===== src/include/pager_config.svh =====
/*
 * memory pager configuration
 * window count, DOS entry stall length, NMI page and the
 * address region whose opcode fetch turns DOS on
 */
`ifndef PAGER_CONFIG_SVH
`define PAGER_CONFIG_SVH

// four 16 KB windows cover the Z80 address space
`define PAGER_WINDOWS 4

// extra fclk cycles of Z80 clock stall after the DOS turn-on cycle
// the ROM needs this to put new data on the bus at 7 or 14 MHz
`define STALL_CYCLES 3

// last RAM page, mapped to window 0 while the NMI handler runs
`define NMI_PAGE 8'hFF

// address bits 13..8 of the DOS entry region (3Dxx)
`define DOS_ENTRY_HI 6'h3D

`endif

===== src/source/pager_pkg.sv =====
/*
 * pager types
 * DOS level state and the decoded opcode of a window port write
 */
package pager_pkg;

	// DOS level, also drives bit 0 of a ROM page in follow mode
	typedef enum logic
	{
		DOS_OFF = 1'b0,
		DOS_ON  = 1'b1
	} dos_state_t;

	// decoded xxF7 port write for one window
	//   PORT_MAP_1M is xFF7 (a11 high), page + ram/rom + follow flag
	//   PORT_MAP_4M is x7F7, full 8-bit RAM page, follow flag kept
	typedef enum logic [1:0]
	{
		PORT_NONE   = 2'd0,
		PORT_MAP_1M = 2'd1,
		PORT_MAP_4M = 2'd2
	} port_op_t;

endpackage


===== src/source/memory_pager.sv =====
/*
 * memory pager top
 * four window pagers, the DOS level state machine and
 * the Z80 clock stall timer
 */
`timescale 1ns/1ps
`include "pager_config.svh"

module memory_pager (
	input  logic                  fclk,
	input  logic                  reset,
	input  logic                  zpos,         // z80 clock rising edge strobe
	input  logic                  zneg,         // z80 clock falling edge strobe
	input  logic [15:0]           za,
	input  logic [7:0]            zd,
	input  logic                  mreq_n,
	input  logic                  m1_n,
	input  logic                  port_wr,      // xxF7 write strobe
	input  logic                  pager_off,
	input  logic                  in_nmi,
	input  logic                  pent1m_rom,
	input  logic [5:0]            pent1m_page,
	input  logic                  pent1m_ram0,
	input  logic                  pent1m_1m_on,
	output logic [7:0]            page0,        // 0000-3FFF
	output logic [7:0]            page1,        // 4000-7FFF
	output logic [7:0]            page2,        // 8000-BFFF
	output logic [7:0]            page3,        // C000-FFFF
	output logic [3:0]            rom_sel,      // one bit per window
	output pager_pkg::dos_state_t dos,
	output logic                  dos_turn_on,
	output logic                  dos_turn_off,
	output logic                  zclk_stall
);
	logic [7:0]                win_page [`PAGER_WINDOWS];
	logic [`PAGER_WINDOWS-1:0] on_stb;  // per window dos entry fetch
	logic [`PAGER_WINDOWS-1:0] off_stb; // per window ram fetch

	for (genvar w = 0; w < `PAGER_WINDOWS; w++)
	begin : g_win
		window_pager #(
			.WINDOW (w)
		) window_pager_i (
			.fclk         (fclk),
			.reset        (reset),
			.zpos         (zpos),
			.zneg         (zneg),
			.za           (za),
			.zd           (zd),
			.mreq_n       (mreq_n),
			.m1_n         (m1_n),
			.port_wr      (port_wr),
			.pager_off    (pager_off),
			.in_nmi       (in_nmi),
			.pent1m_rom   (pent1m_rom),
			.pent1m_page  (pent1m_page),
			.pent1m_ram0  (pent1m_ram0),
			.pent1m_1m_on (pent1m_1m_on),
			.dos          (dos),
			.page         (win_page[w]),
			.rom_sel      (rom_sel[w]),
			.dos_on_stb   (on_stb[w]),
			.dos_off_stb  (off_stb[w])
		);
	end

	assign page0 = win_page[0];
	assign page1 = win_page[1];
	assign page2 = win_page[2];
	assign page3 = win_page[3];

	// only one window can match za at a time, OR is enough
	assign dos_turn_on  = |on_stb;
	assign dos_turn_off = |off_stb;

	dos_fsm dos_fsm_i (
		.fclk    (fclk),
		.reset   (reset),
		.on_stb  (dos_turn_on),
		.off_stb (dos_turn_off),
		.dos     (dos)
	);

	stall_timer stall_timer_i (
		.fclk  (fclk),
		.reset (reset),
		.start (dos_turn_on),
		.stall (zclk_stall)
	);

endmodule


===== src/source/stall_timer.sv =====
/*
 * Z80 clock stall timer
 * holds the Z80 clock for a few fclk cycles after DOS turns on
 * so the ROM can supply the new opcode in time
 */
`timescale 1ns/1ps
`include "pager_config.svh"

module stall_timer (
	input  logic fclk,
	input  logic reset,
	input  logic start, // dos turn-on strobe
	output logic stall
);
	localparam int CNT_W = $clog2(`STALL_CYCLES + 1);

	logic [CNT_W-1:0] count; // remaining stall cycles after the start cycle

	// reload on start, restart if already running
	always_ff @(posedge fclk)
	begin
		if (reset)
			count <= '0;
		else if (start)
			count <= CNT_W'(`STALL_CYCLES);
		else if (count != '0)
			count <= count - 1'b1;
	end

	// start cycle itself already stalls
	assign stall = start || (count != '0);

endmodule


===== src/source/dos_fsm.sv =====
/*
 * DOS level state machine
 * entered on a fetch from the DOS entry region,
 * left on any opcode fetch from RAM
 */
`timescale 1ns/1ps

module dos_fsm (
	input  logic                  fclk,
	input  logic                  reset,
	input  logic                  on_stb,  // OR of window turn-on strobes
	input  logic                  off_stb, // OR of window turn-off strobes
	output pager_pkg::dos_state_t dos
);
	import pager_pkg::*;

	dos_state_t state;
	dos_state_t state_next;

	// next state, turn-on wins when both strobes fire
	always_comb
	begin
		state_next = state;
		case (state)
			DOS_OFF:
			begin
				if (on_stb)
					state_next = DOS_ON;
			end
			DOS_ON:
			begin
				if (off_stb && !on_stb)
					state_next = DOS_OFF;
			end
			default:
			begin
				state_next = DOS_OFF;
			end
		endcase
	end

	always_ff @(posedge fclk)
	begin
		if (reset)
			state <= DOS_OFF;
		else
			state <= state_next;
	end

	// fed back to the pagers for rom page bit 0
	assign dos = state;

endmodule


===== src/source/window_pager.sv =====
/*
 * window pager
 * one 16 KB window: two page registers picked by the 7FFD ROM bit,
 * xxF7 port write decode, registered page / rom_sel output and
 * the opcode fetch strobes used for DOS entry and exit
 */
`timescale 1ns/1ps
`include "pager_config.svh"

module window_pager #(
	parameter int WINDOW = 0 // window number, 0 has the NMI and ram0 rules
)(
	input  logic                  fclk,
	input  logic                  reset,
	input  logic                  zpos,         // z80 clock rising edge strobe
	input  logic                  zneg,         // z80 clock falling edge strobe
	input  logic [15:0]           za,           // z80 address
	input  logic [7:0]            zd,           // z80 data, port write payload
	input  logic                  mreq_n,
	input  logic                  m1_n,
	input  logic                  port_wr,      // xxF7 write strobe
	input  logic                  pager_off,    // service ROM everywhere
	input  logic                  in_nmi,
	input  logic                  pent1m_rom,   // 7ffd d4, picks page register
	input  logic [5:0]            pent1m_page,  // 7ffd ram page bits
	input  logic                  pent1m_ram0,  // ram page 0 in window 0
	input  logic                  pent1m_1m_on, // 1 MB 7ffd addressing
	input  pager_pkg::dos_state_t dos,
	output logic [7:0]            page,
	output logic                  rom_sel,      // 1 = ROM, 0 = RAM
	output logic                  dos_on_stb,
	output logic                  dos_off_stb
);
	import pager_pkg::*;

	localparam logic [1:0] WIN_SEL = 2'(WINDOW);

	logic [7:0] pages [2];   // page registers, index is pent1m_rom
	logic [1:0] ram_map;     // 1 = ram, 0 = rom, per register
	logic [1:0] follow;      // page follows 7ffd (ram) or dos (rom)
	logic       m1_n_reg;    // m1_n sampled on zpos
	logic       mreq_n_reg;  // mreq_n sampled on zneg
	logic       win_hit;     // za selects this window
	logic       fetch_stb;   // opcode fetch begins in this window
	port_op_t   port_op;
	logic [7:0] sel_page;
	logic       sel_ram;
	logic       sel_follow;
	logic [7:0] next_page;
	logic       next_rom;

	assign win_hit = (za[15:14] == WIN_SEL);

	// port write decode, only the addressed window reacts
	always_comb
	begin
		port_op = PORT_NONE;
		if (port_wr && win_hit)
		begin
			if (za[11])
				port_op = PORT_MAP_1M; // xFF7
			else
				port_op = PORT_MAP_4M; // x7F7
		end
	end

	// page registers, reset maps ROM page 0 in both
	always_ff @(posedge fclk)
	begin
		if (reset)
		begin
			pages[0] <= 8'h00;
			pages[1] <= 8'h00;
			ram_map  <= 2'b00;
			follow   <= 2'b00;
		end
		else
		begin
			case (port_op)
				PORT_MAP_1M:
				begin
					pages[pent1m_rom]   <= ~{2'b11, zd[5:0]}; // stored inverted
					ram_map[pent1m_rom] <= zd[6];
					follow[pent1m_rom]  <= zd[7];
				end
				PORT_MAP_4M:
				begin
					pages[pent1m_rom]   <= ~zd;
					ram_map[pent1m_rom] <= 1'b1; // 4M port always maps ram
					// follow flag kept, so 7ffd paging works across 4 MB
				end
				default: ;
			endcase
		end
	end

	assign sel_page   = pages[pent1m_rom];
	assign sel_ram    = ram_map[pent1m_rom];
	assign sel_follow = follow[pent1m_rom];

	// page selection by priority
	always_comb
	begin
		next_page = sel_page;
		next_rom  = ~sel_ram;
		if (pager_off)
		begin
			next_page = 8'hFF; // service rom in every window
			next_rom  = 1'b1;
		end
		else if ((WINDOW == 0) && in_nmi)
		begin
			next_page = `NMI_PAGE;
			next_rom  = 1'b0;
		end
		else if ((WINDOW == 0) && pent1m_ram0)
		begin
			next_page = 8'h00;
			next_rom  = 1'b0;
		end
		else if (sel_follow)
		begin
			if (sel_ram && pent1m_1m_on)
				next_page = {sel_page[7:6], pent1m_page};      // whole 1 MB from 7ffd
			else if (sel_ram)
				next_page = {sel_page[7:3], pent1m_page[2:0]}; // 128k style
			else
				next_page = {sel_page[7:1], (dos == DOS_ON)};  // basic or dos rom
		end
	end

	// registered page outputs
	always_ff @(posedge fclk)
	begin
		if (reset)
		begin
			page    <= 8'h00;
			rom_sel <= 1'b1;
		end
		else
		begin
			page    <= next_page;
			rom_sel <= next_rom;
		end
	end

	// bus sampling for the fetch detector
	always_ff @(posedge fclk)
	begin
		if (reset)
		begin
			m1_n_reg   <= 1'b1;
			mreq_n_reg <= 1'b1;
		end
		else
		begin
			if (zpos)
				m1_n_reg <= m1_n;
			if (zneg)
				mreq_n_reg <= mreq_n;
		end
	end

	// mreq_n falling during an M1 cycle in this window
	assign fetch_stb = zneg && win_hit && !m1_n_reg && mreq_n_reg && !mreq_n;

	// fetch from 3Dxx with dos rom mapped via register 1
	assign dos_on_stb = fetch_stb && (za[13:8] == `DOS_ENTRY_HI) && pent1m_rom &&
		follow[1] && !ram_map[1];

	assign dos_off_stb = fetch_stb && sel_ram; // any fetch from ram leaves dos

endmodule


===== config.mk =====
export PLATFORM = sky130hd
export DESIGN_NAME = memory_pager
export DESIGN_NICKNAME = d
export VERILOG_FILES = /design/src/source/pager_pkg.sv /design/src/source/memory_pager.sv /design/src/source/stall_timer.sv /design/src/source/dos_fsm.sv /design/src/source/window_pager.sv
export VERILOG_INCLUDE_DIRS = /design/src /design/src/include
export SDC_FILE = /design/constraint.sdc
export NUM_CORES = 1
export LEC_CHECK = 0
export BUFFER_PORTS_ARGS = -buffer_cell sky130_fd_sc_hd__buf_2
export CORE_MARGIN = 2
export CORE_UTILIZATION = 31
export CTS_CLUSTER_SIZE = 10
export DETAILED_ROUTE_END_ITERATION = 10
export GPL_ROUTABILITY_DRIVEN = 0
export SLEW_MARGIN = 20
export SYNTH_ARGS = -nofsm -noshare
export SYNTH_HDL_FRONTEND = slang
export SYNTH_SLANG_ARGS = --single-unit

===== constraint.sdc =====
create_clock -name fclk -period 1.7 [get_ports fclk]
set_input_delay 0.085 -clock fclk [delete_from_list [all_inputs] [get_ports fclk]]
set_output_delay 0.085 -clock fclk [all_outputs]
set_load 0.01 [all_outputs]

==> impl_metrics.ini <==
[logic_synthesis]
syn-num-nets = 526
yosys.area.top_type_share = 0.368
ys.flop_type = edfxtp_1
synthArstFlopShare = 0
ys_ff_latch = 121
synthSimpleGateAreaFrac = 0.177
synthTopCellsByCount = nor2_1, edfxtp_1, dfxtp_1, mux2i_1, a21oi_1
synth.distinct_cells = 48
synth_edf_count = 64
netlist_area_um2 = 5220
synth_top_cell_by_area = edfxtp_1
synth_top_family_by_area = simple AND/OR/NAND/NOR gates
yosys_warnings = 0
muxShareOfSynthArea = 0.0946
synth_cells = 483
seq_area_frac_synth = 0.586
synthAdderAreaFrac = 0.00240
synth.avg_cell_area_um2 = 10.8
synth_area_leaders = edfxtp_1, dfxtp_1, mux2i_1
synth_most_common_cell = nor2_1
synth_xor_area_frac = 0.00168
synth_compound_area_frac = 0.0972

[routing]
avgViaCountPerCell = 5.02
wl_per_cell_um = 17.2
first_pass_iters = 5
drc = 0
ant_nets = 0
num_vias = 3993
wl_um = 13700
drt_iter0_drc = 329

[finish]
fin_area_um2 = 6500
syn_to_final_growth_pct = 24.4
drive_above_1_share = 0.248
largest_reg_flops = 64
num-fill-cells = 1610
antenna_cells = 0
top_register = g_win.window_pager_i.pages
final_nets = 606
largest_registers = g_win.window_pager_i.pages x64, g_win.window_pager_i.page x32

[sta]
setup_viol = 1
fin_crit_ns = 1.70
finClkSkew_ns = 0.00914
fmax_mhz = 587
finalCritPeriodShare = 1.00
maxSlewViolCount = 0
finalHoldViolCount = 0
setup_slack_ns = -0.00431
relSlewSlack = 0.532
rsz0062_at_grt = yes
worst_slew_pin_slew_ns = 0.702

[placed_design]
dpl_cell_area_um2 = 5800
pre_cts_ws_ns = 0.147
port_buffers = 73
dp_hpwl_um = 9770

[floorplan]
die_area_um2 = 17900
rows = 47
die_h_um = 134
die_width_um = 134
start_util = 0.316
ios = 82
core-area_um2 = 16500

[critical_path]
startpoint_type = flop
critPathCapture = dos_turn_off
rr_worst_depth = 5
timing.rr.end = g_win[3].window_pager_i.page[3]
crit_start = g_win[1].window_pager_i.ram_map[1]
reg2reg_from = g_win[3].window_pager_i.ram_map[1]
crit_fanout = 5
endpoint_kind = output pin
crit_type = flop to output pin
critPathArrivalTime_ns = 1.62
required_ns = 1.62
rrSetupSlack_ns = 0.20

[status]
status = finished with violations
violations = setup timing

[clock_tree]
cts_tree = done
cts.clk_slew.worst_paths_ns = 0.05
h-tree-depth = 4
root_buffer = clkbuf_16
numCtsBuffers = 17
clockBufferDepth = 2
clock-sinks = 121
clk_latency_ns = 0.42

[power_and_ir_drop]
power_leakage_nw = 2.62
peakVddDrop_mv = 0.669
power_density_nw_per_um2 = 1150
power.total_mw = 7.50

[grt]
grt_usage = 0.162
grt_start_max_net_pins = 33
grt_pass1_wl_um = 22000
antenna_found_initial = 0
grt_overflow = 0
grt_pass1_vias = 4036

[worst_hold_path]
hp-class = input pin to flop

[run]
max_cap_viol_count = 0
[worst max-delay path, cell delays in order, from the launching register on]
cell and delay [ns]:
dfxtp_2 0.35, mux4_2 0.47, mux2i_1 0.19, nor2_1 0.06
buf_2 0.14
[cells in the final DEF, fill, tap and decap left out, types with 5 or more instances in the layout]
| master | n |
|---|---|
| a21oi_1 | 34 |
| a311oi_1 | 11 |
| and3_1 | 5 |
| and3b_1 | 5 |
| buf_2 | 73 |
| buf_4 | 17 |
| clkbuf_1 | 5 |
| clkbuf_16 | 18 |
| dfxtp_1 | 53 |
| dlygate4sd3_1 | 7 |
| edfxtp_1 | 64 |
| inv_1 | 7 |
| mux2i_1 | 36 |
| nand2_1 | 25 |
| nand2b_1 | 7 |
| nor2_1 | 89 |
| nor2b_1 | 7 |
| nor3_1 | 28 |
| o21ai_1 | 6 |
| or2_1 | 5 |
[power by group]
part / internal (mW) / leakage, nW / switching [mW]
Sequential: 3.28 / 1.09 / 0.0675
Clock: 2.16 / 0.281 / 1.25
Combinational: 0.308 / 1.25 / 0.443
Total: 5.75 / 2.62 / 1.76
[through the flow]
step | utilization | hold WS, ns | setup TNS [ns] | instances
after detailed placement | 0.351 | 0.304 | 0 | 754
final | 0.393 | 0.0141 | -0.00431 | 796
after global routing | 0.393 | 0.0359 | -0.245 | 796
after CTS | 0.393 | 0.000787 | -0.0425 | 796
after floorplan | - | 0.203 | 0 | 483
after global placement | 0.351 | 0.292 | 0 | 754
[layer usage]
layer | GRT usage | share of wire
met3 | 0.0420 | 0.069
met1 | 0.209 | 0.44
met4 | 0.0644 | 0.023
met5 | 0 | 0
met2 | 0.259 | 0.47
[cells by family (layout without fill, tap and decap cells)]
group	Yosys count	after routing
flip-flops	121	121
multiplexers	45	45
buffers and inverters	44	137
AND/OR/NAND/NOR	194	194
AO/OA/AOI/OAI	77	77
XOR/XNOR	1	1
adder cells (fa/ha/maj)	1	1
[what timing repair did]
| action | in CTS | in global routing |
|---|---|---|
| gates resized for setup | 10 | 0 |
| setup buffers | 3 | 0 |
| hold buffers | 7 | 0 |
| endpoints found under the hold margin | 6 | 0 |
| endpoints found under the setup margin | 3 | 3 |
| pin swaps | 4 | 0 |
[worst min-delay path by stage]
stage	startpoint	to	slack, ns	cells after the start
after floorplan	m1_n	g_win[1].window_pager_i.m1_n_reg	0.20	1
after global placement	m1_n	g_win[1].window_pager_i.m1_n_reg	0.29	2
after detailed placement	m1_n	g_win[1].window_pager_i.m1_n_reg	0.30	2
after CTS	reset	g_win[0].window_pager_i.page[6]	0.0008	2
after global routing	reset	g_win[0].window_pager_i.page[6]	0.04	2
final	reset	g_win[0].window_pager_i.page[6]	0.01	2
[layout make-up]
class                      count  area [um2]  area share
sequential                   121        3070       0.472
multi-input combinational    318        1990       0.305
timing repair buffer          98         583      0.0897
clock buffer                  25         497      0.0764
tap                          220         275      0.0423
clock inverter                 7        62.6     0.00962
inverter                       7        26.3     0.00404
No activity file was read; power rests on OpenSTA's default activity.
